**src/rtl/lut_config.svh**
```systemverilog
// ################################################
// Sizes for the lookup table and its credit links
// Queue and credit depths must be powers of two
// ################################################
`ifndef LUT_CONFIG_SVH
`define LUT_CONFIG_SVH

// Table index width, 256 entries
`define LUT_ADDR_W 8

// One SRAM half, two halves per entry
`define LUT_HALF_W 42

// Ingress queue depth and client start credits
`define LUT_REQ_DEPTH 4

// Egress start credits and buffer depth
`define LUT_RSP_CREDITS 4
`define LUT_RSP_DEPTH 4

`endif

```
**src/rtl/mem_pkg.sv**
```systemverilog
// ################################################
// SRAM-side types, entry is two equal halves
// ################################################
`include "lut_config.svh"

package mem_pkg;

  // Table index
  typedef logic [`LUT_ADDR_W-1:0] addr_t;

  // One half of an entry
  typedef logic [`LUT_HALF_W-1:0] half_t;

  // Full entry, low half in the low bits
  typedef logic [2*`LUT_HALF_W-1:0] word_t;

  // Bit 0 low half, bit 1 high half
  typedef logic [1:0] half_mask_t;

endpackage

```
**src/rtl/link_pkg.sv**
```systemverilog
// ################################################
// Client link payloads, request 95b, response 84b
// ################################################

package link_pkg;

  // Request opcode
  typedef enum logic [0:0] {
    op_read  = 1'b0,
    op_write = 1'b1
  } op_e;

  // One request beat
  typedef struct packed {
    op_e                 op;
    mem_pkg::addr_t      index;
    // Write data, ignored on reads
    mem_pkg::word_t      data;
    // Halves to write, ignored on reads
    mem_pkg::half_mask_t mask;
  } lut_req_t;

  // One response beat, full entry read back
  typedef struct packed {
    mem_pkg::word_t data;
  } lut_rsp_t;

endpackage

```
**src/rtl/rsp_egress.sv**
```systemverilog
// ################################################
// Response buffer with a downstream credit count
// Client must never return more credits than used
// ################################################
`timescale 1ns/1ns
`include "lut_config.svh"

module rsp_egress (
  input  logic               CLK,
  input  logic               rst_n,
  input  logic               push,
  input  link_pkg::lut_rsp_t push_data,
  output logic [2:0]         free_slots,
  output logic               rsp_valid,
  output link_pkg::lut_rsp_t rsp,
  input  logic               rsp_credit
);

  localparam int PTR_W = $clog2(`LUT_RSP_DEPTH);
  localparam int CRD_W = $clog2(`LUT_RSP_CREDITS + 1);

  link_pkg::lut_rsp_t queue [`LUT_RSP_DEPTH];

  logic [PTR_W:0]   wr_ptr;
  logic [PTR_W:0]   rd_ptr;
  logic [PTR_W:0]   fill;
  logic [CRD_W-1:0] credits;
  logic             send;

  assign fill       = wr_ptr - rd_ptr;
  assign free_slots = 3'(`LUT_RSP_DEPTH) - 3'(fill);

  // Send oldest entry whenever a credit is held
  assign send = (fill != '0) && (credits != '0);

  // Engine only pushes into a reserved slot
  always_ff @(posedge CLK) begin
    if (push) begin
      queue[wr_ptr[PTR_W-1:0]] <= push_data;
    end
  end

  // Output register, meaningful only with rsp_valid
  always_ff @(posedge CLK) begin
    if (send) begin
      rsp <= queue[rd_ptr[PTR_W-1:0]];
    end
  end

  always_ff @(posedge CLK or negedge rst_n) begin
    if (!rst_n) begin
      wr_ptr    <= '0;
      rd_ptr    <= '0;
      credits   <= CRD_W'(`LUT_RSP_CREDITS);
      rsp_valid <= 1'b0;
    end else begin
      if (push) begin
        wr_ptr <= wr_ptr + 1'b1;
      end
      if (send) begin
        rd_ptr <= rd_ptr + 1'b1;
      end
      // Credit in and send in one cycle cancel out
      if (send && !rsp_credit) begin
        credits <= credits - 1'b1;
      end else if (!send && rsp_credit) begin
        credits <= credits + 1'b1;
      end
      rsp_valid <= send;
    end
  end

endmodule

```
**config.mk**
```make
export PLATFORM = sky130hd
export DESIGN_NAME = rsp_egress
export DESIGN_NICKNAME = d
export VERILOG_FILES = /design/src/rtl/mem_pkg.sv /design/src/rtl/link_pkg.sv /design/src/rtl/rsp_egress.sv
export VERILOG_INCLUDE_DIRS = /design/src /design/src/rtl
export SDC_FILE = /design/constraint.sdc
export NUM_CORES = 1
export LEC_CHECK = 0
export ABC_AREA = 1
export BUFFER_PORTS_ARGS = -buffer_cell sky130_fd_sc_hd__buf_2
export CAP_MARGIN = 40
export CELL_PAD_IN_SITES_DETAIL_PLACEMENT = 0
export CELL_PAD_IN_SITES_GLOBAL_PLACEMENT = 1
export CORE_ASPECT_RATIO = 0.9
export CORE_UTILIZATION = 35
export DETAILED_ROUTE_END_ITERATION = 6
export PLACE_DENSITY_LB_ADDON = 0.05
export SYNTH_ARGS = -nofsm -noshare
export SYNTH_HDL_FRONTEND = slang
export SYNTH_SLANG_ARGS = --single-unit
```
**constraint.sdc**
```tcl
create_clock -name CLK -period 4.6 [get_ports CLK]
set_clock_uncertainty 0.1 [all_clocks]
set_input_delay 0.92 -clock CLK [delete_from_list [all_inputs] [get_ports CLK]]
set_output_delay 0.92 -clock CLK [all_outputs]
set_load 0.01 [all_outputs]
```
==> metrics.md <==
| Metric | Value |
|---|---|
| Number of synthesized flops with an enable pin | `420` |
| Worst path slowest cell | `dfrtp_4` |
| Area leader, netlist | `edfxtp_1` |
| Placed insts | `1904` |
| # setup viols final | `0` |
| Worst Hold Class | `in -> async` |
| Grt ovf | `0` |
| Skew-Pair Late Insertion Delay | `570 ps` |
| Asr flop ratio synth | `2.326%` |
| Total CTS buffers | `47` |
| Post-CTS Setup Bufs | `0` |
| Placed cell areas | `18280 µm²` |
| Core Util, Final | `41.04%` |
| Flops & latches, synth | `430` |
| Max Fanout on Critical Path | `26` |
| Share of cells above drive strength 1 | `21.95%` |
| Switching power | `4.609 mW` |
| Vias in the first global route | `8777` |
| Top cells by instance count after synthesis | `420 x edfxtp_1, 275 x nand2_1, 187 x inv_1` |
| Top_reg_cell synth | `edfxtp_1` |
| Worst vdd ir | `0.0007418 V` |
| Synth top area share | `74.51%` |
| GP Congestion | `0.7062` |
| Cell family with most CP delay | `adder cells` |
| Final nets | `1428` |
| Fill cells | `4454` |
| Clock sinks | `430` |
| Worst Tran Pin Value | `794.1 ps` |
| Area delta synth->final | `15.97%` |
| Critical path's largest stage delay | `670 ps` |
| Yosys warns | `0` |
| Pre-antenna DRT Iters | `7` |
| Buf/Inv on CP | `2` |
| Detailed placer's ending HPWL | `20560 µm` |
| Worst setup EP type | `output port` |
| Global-route wire length before repair | `53590 µm` |
| Slew headroom | `47.06%` |
| Setup WS post-layout | `1121 ps` |
| Fmax | `287.4 MHz` |
| Final Cell Area | `19630 µm²` |
| Fin cells | `1987` |
| Post-DRT Antenna Nets | `0` |
| H-tree lvl count | `2` |
| Setup tns final | `0 ps` |
| PwrDens | `690.7 nW/µm²` |
| Cts-stage hold buffer count | `0` |
| WS Path Type | `reg -> out` |
| Flop pwr share | `45.2%` |
| Slew Viols, Final | `0` |
| Net count after synthesis | `1242` |
| Detailed Route WL | `35350 µm` |
| WL/cell | `17.79 µm` |
| Violation count after the first detailed-routing iteration | `477` |
| Most frequent CP cell | `nand2_1` |
| Hold_ws | `117.9 ps` |
| Final period util | `75.64%` |
| DRC | `22` |
| Register area share after synthesis | `75.99%` |
| # IOs | `176` |
| Mapped Cells | `1143` |
| Failing checks | `DRC` |
| Largest net degree at the start of global routing | `145` |
| I/O Buffers | `175` |
| Combinational Power Share | `30.0%` |
| Startpoint Class | `flop` |
| Int Pwr | `8.950 mW` |
| P_leak | `7.724 nW` |
| Pwr Total | `13.56 mW` |
| Avg Inst Size Synth | `14.81 µm²` |
| CTS tree | `yes` |
| Sw Share | `33.99%` |
| Final hold violations | `0` |
| Post-route minimum period | `3479 ps` |
| Chip Height | `210.6 µm` |
| Top cells by area, synth | `edfxtp_1 75%, nand2_1 6.1%, o211ai_1 5.5%` |
| Starting Density | `35.39%` |
| RSZ-0062 raised after global routing | `no` |
| Worst EP arrival | `2460 ps` |
| Root Buffer | `clkbuf_16` |
| Crit path required time | `3580 ps` |
| Clock power share | `24.8%` |
| Top-count cell post-synth | `edfxtp_1` |
| Max-cap violations | `0` |
| Initial antenna violation count | `4` |
| DIE AREA | `49250 µm²` |
| Outcome | `complete, but fails checks` |
| Clk buf depth | `3` |
| Reg clk slew, reported paths | `60 ps` |
| DR vias/cell | `4.460` |
| Std cell rows | `76` |
| Crit path cell chain | `fa_1 > xor2_1 > nand2_1 > nand2_1 > ha_1 > inv_1 > buf_2` |
| Dpl ws | `1487 ps` |
| Gr usage total | `14.71%` |
| Unique masters post-synth | `22` |
| Horiz. Die Dim | `233.8 µm` |
| Core box area | `47830 µm²` |
| Syn Std Cell Area | `16930 µm²` |
| DR vias | `8862` |
| Post-CTS sizing | `0` |
==> logic make-up after synthesis <==
logic type / count (synthesis) / share of synthesized area (%)
AOI/OAI and AO/OA: 170 / 8.811
DFF: 430 / 75.99
buffers and inverters: 246 / 7.754
xor gates and xnor gates: 5 / 0.2588
and+or+nand+nor: 281 / 6.283
adders and majority gates: 11 / 0.9018
==> worst paths after layout <==
path | from | to | slack (ps) | depth (start not counted)
setup / recovery | rd_ptr[1] | free_slots[2] | 1120 | 7
hold / removal | rst_n | rsp_valid | 120 | 1
setup reg to reg | rd_ptr[1] | credits[2] | 1490 | 16
hold reg to reg | credits[2] | credits[2] | 360 | 2
max in group asynchronous | rst_n | credits[2] | 4010 | 1
min in group CLK | credits[2] | credits[2] | 360 | 2
==> layout by cell type, fill, tap and decap left out, types with 2 or more instances in the layout <==
cell type / instances
nand2_1: 275
dfrtp_1: 8
buf_2: 175
xnor2_1: 3
nand3_1: 5
edfxtp_1: 420
o211ai_1: 124
buf_12: 7
inv_4: 5
clkinv_2: 2
fa_1: 2
buf_4: 10
o21ai_0: 2
xor2_1: 2
clkbuf_1: 15
clkinv_1: 15
o211ai_2: 44
buf_16: 2
clkbuf_16: 48
inv_1: 182
ha_1: 9
==> cell type report <==
cell class              count  area, µm²  share of cell area (%)
multi-input cells         467       2751                   14.02
repair buffers            194       1146                   5.838
well taps                 624      780.7                   3.977
flip-flops and latches    430      12870                   65.55
diodes                      1      2.502                 0.01275
inverters                 189      733.2                   3.735
clock buffers              63       1257                   6.406
clock inverters            19      91.34                  0.4653
==> state kept, by name (all words and copies together), names as in the netlist <==
name / count
queue: 336
rd_ptr: 3
rsp: 84
rsp_valid: 1
wr_ptr: 3
credits: 3
==> power groups by stage <==
stage                     logic (mW)  registers, mW  clock network [mW]
after global routing            4.64           6.22                3.64
after detailed placement        4.25           6.22                   0
after CTS                       4.25           6.15                3.49
after global placement          4.15           6.22                   0
after floorplan                 2.79           6.37                   0
final                           4.07           6.12                3.37
==> per-layer routing <==
metal	up-vias	GRT usage [%]	wire (µm)
li1	4403	-	-
met1	4252	20.37	16690
met2	140	22.86	16280
met3	61	3.307	1566
met4	6	4.837	767
met5	-	0	39
(Power assumes the default switching activity.)
