==> config.mk <==
export PLATFORM = sky130hd
export DESIGN_NAME = req_ingress
export DESIGN_NICKNAME = d
export VERILOG_FILES = /design/src/rtl/mem_pkg.sv /design/src/rtl/link_pkg.sv /design/src/rtl/req_ingress.sv
export VERILOG_INCLUDE_DIRS = /design/src /design/src/rtl
export SDC_FILE = /design/constraint.sdc
export NUM_CORES = 1
export LEC_CHECK = 0
export BUFFER_PORTS_ARGS = -buffer_cell sky130_fd_sc_hd__buf_2
export CORE_UTILIZATION = 55
export CTS_BUF_LIST = sky130_fd_sc_hd__clkbuf_2 sky130_fd_sc_hd__clkbuf_4 sky130_fd_sc_hd__clkbuf_8
export CTS_CLUSTER_SIZE = 40
export DETAILED_ROUTE_END_ITERATION = 12
export PLACE_DENSITY = 0.77
export SETUP_SLACK_MARGIN = 0.5
export SYNTH_ARGS = -nofsm -noshare
export SYNTH_HDL_FRONTEND = slang
export SYNTH_SLANG_ARGS = --single-unit
==> constraint.sdc <==
create_clock -name CLK -period 4.65 [get_ports CLK]
set_clock_uncertainty 0.15 [all_clocks]
set_input_delay 0.2325 -clock CLK [delete_from_list [all_inputs] [get_ports CLK]]
set_output_delay 0.2325 -clock CLK [all_outputs]
set_load 0.02 [all_outputs]
==> src/rtl/lut_config.svh <==
// ################################################
// Sizes for the lookup table and its credit links
// Queue and credit depths must be powers of two
// ################################################
`ifndef LUT_CONFIG_SVH
`define LUT_CONFIG_SVH

// Table index width, 256 entries
`define LUT_ADDR_W 8

// One SRAM half, two halves per entry
`define LUT_HALF_W 42

// Ingress queue depth and client start credits
`define LUT_REQ_DEPTH 4

// Egress start credits and buffer depth
`define LUT_RSP_CREDITS 4
`define LUT_RSP_DEPTH 4

`endif

==> src/rtl/mem_pkg.sv <==
// ################################################
// SRAM-side types, entry is two equal halves
// ################################################
`include "lut_config.svh"

package mem_pkg;

  // Table index
  typedef logic [`LUT_ADDR_W-1:0] addr_t;

  // One half of an entry
  typedef logic [`LUT_HALF_W-1:0] half_t;

  // Full entry, low half in the low bits
  typedef logic [2*`LUT_HALF_W-1:0] word_t;

  // Bit 0 low half, bit 1 high half
  typedef logic [1:0] half_mask_t;

endpackage

==> src/rtl/link_pkg.sv <==
// ################################################
// Client link payloads, request 95b, response 84b
// ################################################

package link_pkg;

  // Request opcode
  typedef enum logic [0:0] {
    op_read  = 1'b0,
    op_write = 1'b1
  } op_e;

  // One request beat
  typedef struct packed {
    op_e                 op;
    mem_pkg::addr_t      index;
    // Write data, ignored on reads
    mem_pkg::word_t      data;
    // Halves to write, ignored on reads
    mem_pkg::half_mask_t mask;
  } lut_req_t;

  // One response beat, full entry read back
  typedef struct packed {
    mem_pkg::word_t data;
  } lut_rsp_t;

endpackage

==> src/rtl/req_ingress.sv <==
// ################################################
// Request queue, never overflows if client obeys
// credits; pop on an empty queue is not allowed
// ################################################
`timescale 1ns/1ns
`include "lut_config.svh"

module req_ingress (
  input  logic               CLK,
  input  logic               rst_n,
  input  logic               req_valid,
  input  link_pkg::lut_req_t req,
  output link_pkg::lut_req_t head,
  output logic               head_valid,
  input  logic               pop,
  output logic               req_credit
);

  localparam int PTR_W = $clog2(`LUT_REQ_DEPTH);

  // Entry storage
  link_pkg::lut_req_t queue [`LUT_REQ_DEPTH];

  // Pointers carry one wrap bit
  logic [PTR_W:0] wr_ptr;
  logic [PTR_W:0] rd_ptr;

  // Every valid beat is stored, credits guarantee room
  always_ff @(posedge CLK) begin
    if (req_valid) begin
      queue[wr_ptr[PTR_W-1:0]] <= req;
    end
  end

  always_ff @(posedge CLK or negedge rst_n) begin
    if (!rst_n) begin
      wr_ptr     <= '0;
      rd_ptr     <= '0;
      req_credit <= 1'b0;
    end else begin
      if (req_valid) begin
        wr_ptr <= wr_ptr + 1'b1;
      end
      if (pop) begin
        rd_ptr <= rd_ptr + 1'b1;
      end
      // One credit back per freed entry, a cycle later
      req_credit <= pop;
    end
  end

  // Head is the oldest entry, visible the cycle after the write
  assign head_valid = (wr_ptr != rd_ptr);
  assign head       = queue[rd_ptr[PTR_W-1:0]];

endmodule

==> reports/metrics.cfg, run 1 <==
[outcome]
outcome=complete, no violations

[logic_synthesis]
synth_ff_type=edfxtp_1
synthXorXnorAreaFrac_pct=0.436
synth_adder_area_share_pct=0.445
syn-cell-area_um2=14100
yosys_warnings=0
synth_top_family_by_area=multiplexers
synth_edf_count=380
synthTopCellsByCount=edfxtp_1 (380), mux4_2 (95), buf_2 (11)
synth_top_cell_by_area=edfxtp_1
ys_ff_latch=387
synth.area.top_cells=edfxtp_1 (81%), mux4_2 (15%), dfrtp_1 (1.2%), ha_1 (0.45%), buf_2 (0.39%)
async_flop_share_pct=1.81
synth_compound_area_share_pct=0.0356
yosys.area_share.simple_pct=0.267
synth_top_area_share_pct=81.2
synth_mux_area_share_pct=15.3
synth.most_common_cell=edfxtp_1
ys_types=17
syn_avg_cell_area_um2=26.7
ys_seq_area_share_pct=82.4
synthCells=527
syn-num-nets=631

[clocking]
clkSinkCount=387
h-tree-depth=2
cts_setup_buffers=0
clk_path_buf_depth=3
cts_buffers=58
clk_latency_ns=0.58
cts_tree=done
root_buffer=clkbuf_8
clk_pin_slew_ns=0.06

[routing]
vias=6770
via_per_inst=5.45
firstDrtPassIters=6
first_iter_violations=496
post_drt_wl_per_cell_um=21.6
ant_nets=0
totalWireLength_mm=26.9
drc=0

[global_routing]
antenna_found_initial=0
grt_start_max_net_pins=96
grt_first_pass_wirelength_mm=41.0
grt_remaining_overflow=0
grt.total_usage_pct=21.0
grt_pass1_vias=7423

[timing]
worstMarginPinSlew_ns=0.954
fin_setup_tns_ns=0
max_freq_mhz=309
rsz0062_at_grt=no
relSlewSlack_pct=36.4
min_period_ns=3.24
hold_violations=0
slew_viol_final=0
period_share_pct=69.6
layout_setup_ws_ns=1.41
report.final.setup_viol=0

[critical_path]
rrSetupSlack_ns=2.22
cp_max_fo=47
start_kind=register
end_kind=primary output
crit_family=flip-flops
crit_chain=buf_12 -> mux4_2 -> buf_2
crit_type=reg -> out
worst-path-buf-inv=2
critical_path.max_stage_delay_ns=1.05
arrival_ns=2.85
cp.required_ns=4.27
crit_slowest_cell=dfrtp_4

[floorplanning]
io_pins=196
start_util_pct=56.0
fp.dieW_um=162
fp.dieArea_um2=26200
core_area_um2=25100
rows=58
die_y_um=162

[placed_design]
io_buffers=195
dp_cells=1040
post-place-ws_ns=1.95
dp_hpwl_mm=15.4
gp_congestion=0.714

[pwr]
total_leakage_power_uw=0.00607
fin_total_pwr_uw=10700
peakVddDrop_v=0.000363
p_per_area_nw_per_um2=612

[layout]
layout-drive-gt1-share_pct=42.3
antenna_cells=0
nets=973
syn2layout_area_growth_pct=24.2
fill_cells=1549
instances_no_fill=1243

[worst_hold_path]
hold_class=in -> reg

[flow_run]
maxCapViolCount=0

==> cell families after synthesis <==
| logic type | after synthesis |
|---|---|
| xor+xnor | 7 |
| simple gates | 7 |
| mux | 96 |
| fa+ha+maj | 5 |
| flops | 387 |
| compound gates | 1 |
| buf+inv | 24 |
==> layer usage <==
layer | part of all wire (%) | vias to the layer above | GRT usage, %
met2 | 52 | 245 | 36.1
li1 | - | 2975 | -
met3 | 7.2 | 36 | 5.59
met1 | 39 | 3514 | 26.6
met4 | 1.4 | 0 | 5.70
met5 | 0 | - | 0
==> state kept, by name, summed over array words and instances (netlist names) <==
register and cells:
wr_ptr 3, queue 380, req_credit 1, rd_ptr 3
==> cells in the final DEF (no fill, tap or decap) <==
cell           netlist  routed
clkinv_2             0       5
nand2_1              2       2
nand3_1              1       1
clkinv_1             0      25
mux4_2              95      95
edfxtp_1           380     380
inv_1                2       2
buf_4                1       7
xnor2_1              4       4
inv_8                0       1
o21ai_0              1       1
inv_6                0       1
clkbuf_8             0      58
ha_1                 5       5
buf_12               1       3
dlygate4sd3_1        0      99
dfrtp_1              7       5
and2_4               0       4
clkbuf_4             0      14
mux2_2               1       1
dfrtp_4              0       2
buf_2               11     195
xor2_1               3       3
==> worst paths after layout <==
| path | from | cells past startpoint | to |
|---|---|---|---|
| min reg2reg | wr_ptr[2]$_DFFE_PN0P_ | 1 | wr_ptr[2]$_DFFE_PN0P_ |
| min in group asynchronous | rst_n | 3 | wr_ptr[0]$_DFFE_PN0P_ |
| min | req[35] | 2 | queue[2][35]$_DFFE_PP_ |
| max reg2reg | wr_ptr[0]$_DFFE_PN0P_ | 4 | queue[0][58]$_DFFE_PP_ |
| max | rd_ptr[0]$_DFFE_PN0P_ | 3 | head[16] |
| max in group asynchronous | rst_n | 3 | rd_ptr[0]$_DFFE_PN0P_ |
==> final cells by class <==
class,instances,area [um^2],share of cell area [%]
Sequential cell,387,11600,66.4
Multi-Input combinational cell,116,2330,13.3
Timing Repair Buffer,304,2080,11.9
Clock buffer,72,903,5.17
Tap cell,330,413,2.36
Clock inverter,32,139,0.795
Inverter,2,7.51,0.0430
==> metrics by stage <==
step	hold WS [ns]	area (um^2)	utilization, %
floorplan	-0.213	14100	-
global placement	-0.0741	15400	61.5
detailed placement	-0.0650	15400	61.5
CTS	0.186	17500	69.5
global route	0.216	17500	69.5
finish	0.253	17500	69.5
==> what timing repair did <==
item,CTS,global route
gates resized for setup,0,0
hold endpoints to repair,393,0
hold buffers,99,0
==> report_power, final <==
group | switching [uW] | internal (uW)
Combinational | 1890 | 1410
Sequential | 348 | 4560
Clock | 1200 | 1270
Total | 3440 | 7250
Power figures use the tool's default switching activity.
==> run 2, diff against run 1 <==
--- a/config.mk
+++ b/config.mk
@@ -6,12 +6,13 @@
 export SDC_FILE = /design/constraint.sdc
 export NUM_CORES = 1
 export LEC_CHECK = 0
+export ABC_AREA = 1
 export BUFFER_PORTS_ARGS = -buffer_cell sky130_fd_sc_hd__buf_2
 export CORE_UTILIZATION = 55
 export CTS_BUF_LIST = sky130_fd_sc_hd__clkbuf_2 sky130_fd_sc_hd__clkbuf_4 sky130_fd_sc_hd__clkbuf_8
 export CTS_CLUSTER_SIZE = 40
 export DETAILED_ROUTE_END_ITERATION = 12
-export PLACE_DENSITY = 0.77
+export PLACE_DENSITY = 0.76
 export SETUP_SLACK_MARGIN = 0.5
 export SYNTH_ARGS = -nofsm -noshare
 export SYNTH_HDL_FRONTEND = slang
==> constraint.sdc (replaced) <==
create_clock -name CLK -period 3.3 [get_ports CLK]
set_clock_uncertainty 0.15 [all_clocks]
set_input_delay 0.165 -clock CLK [delete_from_list [all_inputs] [get_ports CLK]]
set_output_delay 0.165 -clock CLK [all_outputs]
set_load 0.02 [all_outputs]
==> run 2 against run 1 <==
Non-clock buffer count grew 8. Routed wire length grew 32%. Worst hold slack lost 0.068 ns. Area after synthesis grew 16%. Utilization shrank 1.4 points. Sequential power grew 37%. Via count grew 63%. Sequential share of layout area shrank 7.6 points. Register-to-register slack lost 1.4 ns. Design area grew 13%. Total power grew 58%. Critical endpoint is now head[76]. Largest cell class unchanged.
==> reports/metrics.cfg, run 2 <==
[routing]
firstDrtPassIters=5  ; was 6
first_iter_violations=967  ; was 496
ant_nets=0  ; unchanged
drc=0  ; unchanged
post_drt_wl_per_cell_um=15.6  ; was 21.6 um
totalWireLength_mm=35.5  ; was 26.9 mm
vias=11066  ; was 6770
via_per_inst=4.87  ; was 5.45

[clocking]
clk_path_buf_depth=3  ; unchanged
cts_setup_buffers=0  ; unchanged
clk_latency_ns=0.58  ; about the same
cts_buffers=59  ; was 58
root_buffer=clkbuf_8  ; unchanged
clkSinkCount=387  ; unchanged
cts_tree=done  ; unchanged
h-tree-depth=2  ; unchanged
clk_pin_slew_ns=0.06  ; about the same

[pwr]
clockPowerShare_pct=21.6  ; was 23.1%
seq_power_share_pct=39.8  ; was 46.0%
power_switching_uw=6690  ; was 3440 uW
p_int_uw=10200  ; was 7250 uW
switching_share_pct=39.7  ; was 32.2%
peakVddDrop_v=0.000577  ; was 0.000363 V
total_leakage_power_uw=0.00920  ; was 0.00607 uW
p_per_area_nw_per_um2=855  ; was 612 nW/um^2
pwr-share-comb_pct=38.6  ; was 30.9%

[layout]
largest_reg_flops=380  ; unchanged
fill_cells=2079  ; was 1549
layout_commonest_cell=nand2_1  ; was edfxtp_1
final_util_pct=68.2  ; was 69.5%
nets=1946  ; was 973
layout-drive-gt1-share_pct=16.1  ; was 42.3%
fin_area_um2=19700  ; was 17500 um^2
seq_area_um2=11600  ; unchanged
antenna_cells=0  ; unchanged
multi_input_area_um2=2900  ; was 2330 um^2
final_cell_mix=nand2_1 (488), inv_1 (385), edfxtp_1 (380)  ; was edfxtp_1 (380), buf_2 (195), dlygate4sd3_1 (99)
syn2layout_area_growth_pct=21.0  ; was 24.2%

[logic_synthesis]
synthCells=1533  ; was 527
ys_seq_area_share_pct=71.1  ; was 82.4%
synthTopCellsByCount=nand2_1 (488), inv_1 (389), edfxtp_1 (380)  ; was edfxtp_1 (380), mux4_2 (95), buf_2 (11)
synth_edf_count=380  ; unchanged
syn-num-nets=1637  ; was 631
async_flop_share_pct=1.81  ; unchanged
ys_ff_latch=387  ; unchanged
synth.most_common_cell=nand2_1  ; was edfxtp_1
synth_top_cell_by_area=edfxtp_1  ; unchanged
syn_avg_cell_area_um2=10.6  ; was 26.7 um^2
ys_types=14  ; was 17
syn-cell-area_um2=16300  ; was 14100 um^2
synth.area.top_cells=edfxtp_1 (70%), nand2_1 (11%), inv_1 (9.0%), nand3_1 (5.9%), buf_2 (1.4%)  ; was edfxtp_1 (81%), mux4_2 (15%), dfrtp_1 (1.2%), ha_1 (0.45%), buf_2 (0.39%)
yosys_warnings=0  ; unchanged
synth_top_area_share_pct=70.0  ; was 81.2%
synth_ff_type=edfxtp_1  ; unchanged

[critical_path]
start_kind=register  ; unchanged
timing.rr.end=queue[0][10]$_DFFE_PP_  ; was queue[0][58]$_DFFE_PP_
cp.required_ns=2.98  ; was 4.27 ns
timing.rr.start=wr_ptr[0]$_DFFE_PN0P_  ; unchanged
crit_chain=inv_6 -> buf_4 -> nand3_1 -> nand2_1 -> buf_2  ; was buf_12 -> mux4_2 -> buf_2
rrSetupSlack_ns=0.87  ; was 2.22 ns
crit_slowest_cell=dfrtp_4  ; unchanged
crit_type=reg -> out  ; unchanged
crit_path_start=rd_ptr[1]$_DFFE_PN0P_  ; was rd_ptr[0]$_DFFE_PN0P_
cp_max_fo=43  ; was 47
critical_path.max_stage_delay_ns=0.62  ; was 1.05 ns
ff2ff_path_depth=5  ; was 4
arrival_ns=2.35  ; was 2.85 ns
worst-path-buf-inv=3  ; was 2
end_kind=primary output  ; unchanged
crit_family=buffers and inverters  ; was flip-flops

[floorplanning]
fp.dieW_um=174  ; was 162 um
start_util_pct=56.3  ; was 56.0%
die_y_um=174  ; was 162 um
core_area_um2=28900  ; was 25100 um^2
io_pins=196  ; unchanged
fp.dieArea_um2=30300  ; was 26200 um^2
rows=62  ; was 58

[timing]
layout_setup_ws_ns=0.635  ; was 1.41 ns
worstMarginPinSlew_ns=0.890  ; was 0.954 ns
fin_setup_tns_ns=0  ; unchanged
rsz0062_at_grt=no  ; unchanged
period_share_pct=80.8
max_freq_mhz=375
relSlewSlack_pct=40.7  ; was 36.4%
hold_violations=0  ; unchanged
min_period_ns=2.67
hold_ws_ns=0.185  ; was 0.253 ns
report.final.setup_viol=0  ; unchanged
slew_viol_final=0  ; unchanged

[worst_hold_path]
whs_path_depth=2  ; unchanged
hold_class=in -> reg  ; unchanged
whs_endpoint=queue[0][82]$_DFFE_PP_  ; was queue[2][35]$_DFFE_PP_
worstHoldStart=req[82]  ; was req[35]

[global_routing]
grt.total_usage_pct=23.4  ; was 21.0%
antenna_found_initial=0  ; unchanged
grt_start_max_net_pins=194  ; was 96
grt_remaining_overflow=0  ; unchanged
grt_first_pass_wirelength_mm=56.0  ; was 41.0 mm
grt_pass1_vias=11119  ; was 7423

[placed_design]
dp_hpwl_mm=20.0  ; was 15.4 mm
gp_congestion=0.783  ; was 0.714
post-place-ws_ns=0.866  ; was 1.95 ns
io_buffers=195  ; unchanged
dpl_cell_area_um2=17600  ; was 15400 um^2

[outcome]
outcome=complete, no violations  ; unchanged

[flow_run]
maxCapViolCount=0  ; unchanged

-- run 2: cells by family (layout without fill, tap and decap cells) --
logic type      count (synthesis)  count (layout)  share of synthesized area (%)
flops                         387             387                           71.1
compound gates                  2               2                         0.0614
simple gates                  679             679                           17.1
fa+ha+maj                       5               5                          0.384
buf+inv                       455             811                           11.1
xor+xnor                        5               5                          0.269
-- run 2: timing repair --
action	in CTS	in global routing
gates resized for setup	2	1
endpoints found under the setup margin	5	2
hold buffers	99	0
hold endpoints to repair	394	0
-- run 2: worst max path at each step --
| stage | endpoint | slack (ns) | cells after the start |
|---|---|---|---|
| after CTS | head[38] | 0.60 | 6 |
| after floorplan | queue[2][0]$_DFFE_PP_ | 0.61 | 4 |
| after global placement | queue[0][5]$_DFFE_PP_ | 0.94 | 5 |
| after detailed placement | queue[0][12]$_DFFE_PP_ | 0.87 | 5 |
| after global routing | head[75] | 0.50 | 5 |
| final | head[76] | 0.63 | 5 |
-- run 2: area by class of cell --
type	instances	share of cell area, %
flip-flops and latches	387	58.8
well taps	384	2.44
inverters	391	7.61
repair buffers	312	11.0
clock buffers	76	4.83
clock inverters	32	0.653
multi-input cells	691	14.7
-- run 2: power groups by stage --
| stage | sequential, uW | clock (uW) | combinational, uW |
|---|---|---|---|
| 3_5_place_dp | 6800 | 0 | 6410 |
| 6_report | 6710 | 3640 | 6520 |
| 2_1_floorplan | 6720 | 0 | 4420 |
| 5_1_grt | 6770 | 3900 | 7150 |
| 4_1_cts | 6700 | 3710 | 6530 |
| 3_3_place_gp | 6750 | 0 | 6280 |
-- run 2: metal layers --
metal,track usage (%),part of all wire [%]
met1,29.2,40
met2,40.4,50
met3,5.34,7.2
met4,8.00,2.2
met5,0,0
-- run 2: per-stage QoR --
step	std cells	total power [uW]
floorplan	1533	11100
global placement	2066	13000
detailed placement	2066	13200
CTS	2273	16900
global route	2273	17800
finish	2273	16900
-- run 2: worst reg2reg max path, delay by kind of cell (launching register included) --
kind | cells | cell delay [ns]
fa+ha+maj | 1 | 0.21
buf+inv | 3 | 1.23
flops | 1 | 0.43
simple gates | 1 | 0.10
==> run 3, diff against run 2 <==
--- a/config.mk
+++ b/config.mk
@@ -6,13 +6,13 @@
 export SDC_FILE = /design/constraint.sdc
 export NUM_CORES = 1
 export LEC_CHECK = 0
-export ABC_AREA = 1
+export ABC_AREA = 0
 export BUFFER_PORTS_ARGS = -buffer_cell sky130_fd_sc_hd__buf_2
-export CORE_UTILIZATION = 55
+export CORE_UTILIZATION = 53
 export CTS_BUF_LIST = sky130_fd_sc_hd__clkbuf_2 sky130_fd_sc_hd__clkbuf_4 sky130_fd_sc_hd__clkbuf_8
 export CTS_CLUSTER_SIZE = 40
 export DETAILED_ROUTE_END_ITERATION = 12
-export PLACE_DENSITY = 0.76
+export PLACE_DENSITY = 0.77
 export SETUP_SLACK_MARGIN = 0.5
 export SYNTH_ARGS = -nofsm -noshare
 export SYNTH_HDL_FRONTEND = slang
==> constraint.sdc (replaced) <==
create_clock -name CLK -period 2.2 [get_ports CLK]
set_clock_uncertainty 0.15 [all_clocks]
set_input_delay 0.11 -clock CLK [delete_from_list [all_inputs] [get_ports CLK]]
set_output_delay 0.11 -clock CLK [all_outputs]
set_load 0.02 [all_outputs]
==> run 3 against run 2 <==
The run now ends with negative setup slack left. Critical path type unchanged. Sequential share of layout area up 3.0 points. Critical path depth unchanged. Worst setup slack worse by 0.78 ns. Largest power group unchanged. Clock power up 45%. Final cell count down 43%.
==> reports/metrics.cfg, run 3 (synthesis gave the netlist of run 1 again) <==
[outcome]
outcome=finished, violations left  ; was complete, no violations
violations=negative setup slack

[flow_run]
maxCapViolCount=0  ; unchanged

[timing]
slew_viol_final=0  ; unchanged
hold_violations=0  ; unchanged
layout_setup_ws_ns=-0.148  ; was 0.635 ns
relSlewSlack_pct=68.4  ; was 40.7%
period_share_pct=107
rsz0062_at_grt=yes  ; was no
worstMarginPinSlew_ns=0.474  ; was 0.890 ns
report.final.setup_viol=96  ; was 0
max_freq_mhz=426
min_period_ns=2.35

[global_routing]
grt_pass1_vias=7576  ; was 11.1k
grt.total_usage_pct=21.9  ; was 23.4%
grt_remaining_overflow=0  ; unchanged
grt_first_pass_wirelength_mm=42.8  ; was 56.0 mm
antenna_found_initial=1  ; was 0
grt_start_max_net_pins=79  ; was 194

[worst_hold_path]
hold_class=in -> reg  ; unchanged
whs_path_depth=2  ; unchanged

[clocking]
clk_path_buf_depth=3  ; unchanged
cts_tree=done  ; unchanged
root_buffer=clkbuf_8  ; unchanged
clk_latency_ns=0.56  ; was 0.58 ns
h-tree-depth=2  ; unchanged
clkSinkCount=387  ; unchanged
cts_buffers=56  ; was 59
clk_pin_slew_ns=0.07  ; was 0.06 ns

[routing]
vias=7102  ; was 11.1k
totalWireLength_mm=30.3  ; was 35.5 mm
first_iter_violations=524  ; was 967
firstDrtPassIters=4  ; was 5
drc=0  ; unchanged
ant_nets=0  ; unchanged
post_drt_wl_per_cell_um=23.4  ; was 15.6 um
via_per_inst=5.47  ; was 4.87

[layout]
fill_cells=1446  ; was 2079
layout-drive-gt1-share_pct=46.7  ; was 16.1%
largest_reg_flops=380  ; unchanged
final_cell_mix=edfxtp_1 (380), buf_2 (150), dlygate4sd3_1 (99)  ; was nand2_1 (488), inv_1 (385), edfxtp_1 (380)
fin_area_um2=18800  ; was 19700 um^2
syn2layout_area_growth_pct=33.4  ; was 21.0%
instances_no_fill=1298  ; was 2273
nets=1020  ; was 1946
final_util_pct=72.0  ; was 68.2%
layout_commonest_cell=edfxtp_1  ; was nand2_1

[pwr]
pwr-share-comb_pct=39.3  ; was 38.6%
power_switching_uw=7960  ; was 6690 uW
switching_share_pct=31.6  ; was 39.7%
clockPowerShare_pct=21.0  ; was 21.6%
p_int_uw=17200  ; was 10200 uW
seq_power_share_pct=39.7  ; was 39.8%
peakVddDrop_v=0.000846  ; was 0.000577 V
p_per_area_nw_per_um2=1340  ; was 855 nW/um^2
total_leakage_power_uw=0.00663  ; was 0.00920 uW

[floorplanning]
die_y_um=165  ; was 174 um
rows=59  ; was 62
fp.dieArea_um2=27200  ; was 30300 um^2
fp.dieW_um=165  ; was 174 um
start_util_pct=53.9  ; was 56.3%
io_pins=196  ; unchanged
core_area_um2=26100  ; was 28900 um^2

[critical_path]
crit_type=reg -> out  ; unchanged
cp_max_fo=8  ; was 43
end_kind=primary output  ; unchanged
cp.required_ns=1.94  ; was 2.98 ns
ff2ff_path_depth=5  ; unchanged
arrival_ns=2.09  ; was 2.35 ns
start_kind=register  ; unchanged

[placed_design]
dpl_cell_area_um2=15600  ; was 17600 um^2
dp_cells=1053  ; was 2066
gp_congestion=0.731  ; was 0.783
dp_hpwl_mm=15.3  ; was 20.0 mm
io_buffers=195  ; unchanged

[run 3: worst paths after layout]
path / startpoint / slack (ns) / to
min: req[35] / 0.13 / queue[1][35]$_DFFE_PP_
max reg2reg: rd_ptr[0]$_DFFE_PN0P_ / 0.42 / rd_ptr[1]$_DFFE_PN0P_
min in group asynchronous: rst_n / 0.42 / rd_ptr[0]$_DFFE_PN0P_
max in group asynchronous: rst_n / 1.17 / rd_ptr[1]$_DFFE_PN0P_
min reg2reg: wr_ptr[2]$_DFFE_PN0P_ / 0.35 / wr_ptr[2]$_DFFE_PN0P_
max: rd_ptr[0]$_DFFE_PN0P_ / -0.15 / head[67]
[run 3: area by class of cell]
cell class	instances	area, um^2	share of cell area, %
Timing Repair Buffer	352	3340	17.8
Clock inverter	31	139	0.741
Inverter	2	7.51	0.0400
Multi-Input combinational cell	117	2350	12.5
Sequential cell	387	11600	61.8
Antenna cell	1	2.50	0.0133
Tap cell	335	419	2.23
Clock buffer	73	905	4.82
[run 3: power groups by stage]
stage / sequential (uW) / clock (uW) / combinational, uW
final: 10000 / 5280 / 9900
after global routing: 10100 / 5680 / 10500
after CTS: 9980 / 5350 / 9510
after detailed placement: 10100 / 0 / 7540
after global placement: 10000 / 0 / 7450
after floorplan: 9980 / 0 / 5210
[run 3: per-stage QoR]
| stage | hold slack (ns) | power [uW] | setup TNS, ns | setup WS [ns] |
|---|---|---|---|---|
| floorplan | -0.336 | 15200 | 0 | 0.282 |
| global placement | -0.189 | 17500 | 0 | 0.387 |
| detailed placement | -0.187 | 17700 | 0 | 0.347 |
| CTS | 0.0824 | 24800 | -17.13 | -0.210 |
| global route | 0.108 | 26300 | -19.84 | -0.244 |
| finish | 0.126 | 25200 | -10.44 | -0.148 |
[run 3: repair_timing]
item / 4_1_cts / 5_1_grt
pin swaps: 0 / 1
setup endpoints to repair: 332 / 247
gates cloned: 12 / 11
hold buffers: 99 / 0
gates resized for setup: 99 / 15
endpoints found under the hold margin: 393 / 0
setup buffers: 12 / 6
[run 3: layer usage]
metal	track usage (%)	vias to the layer above	part of all wire [%]	wire, um
li1	-	3075	-	-
met1	28.1	3669	40	12100
met2	36.7	300	51	15600
met3	5.73	58	7.0	2110
met4	6.88	0	1.9	571
met5	0	-	0	0
[run 3: worst max-delay path, stage by stage, from the launching register on]
cell	delay (ns)
dfrtp_4	0.51
buf_6	0.13
buf_12	0.13
buf_16	0.15
mux4_2	0.44
buf_6	0.15
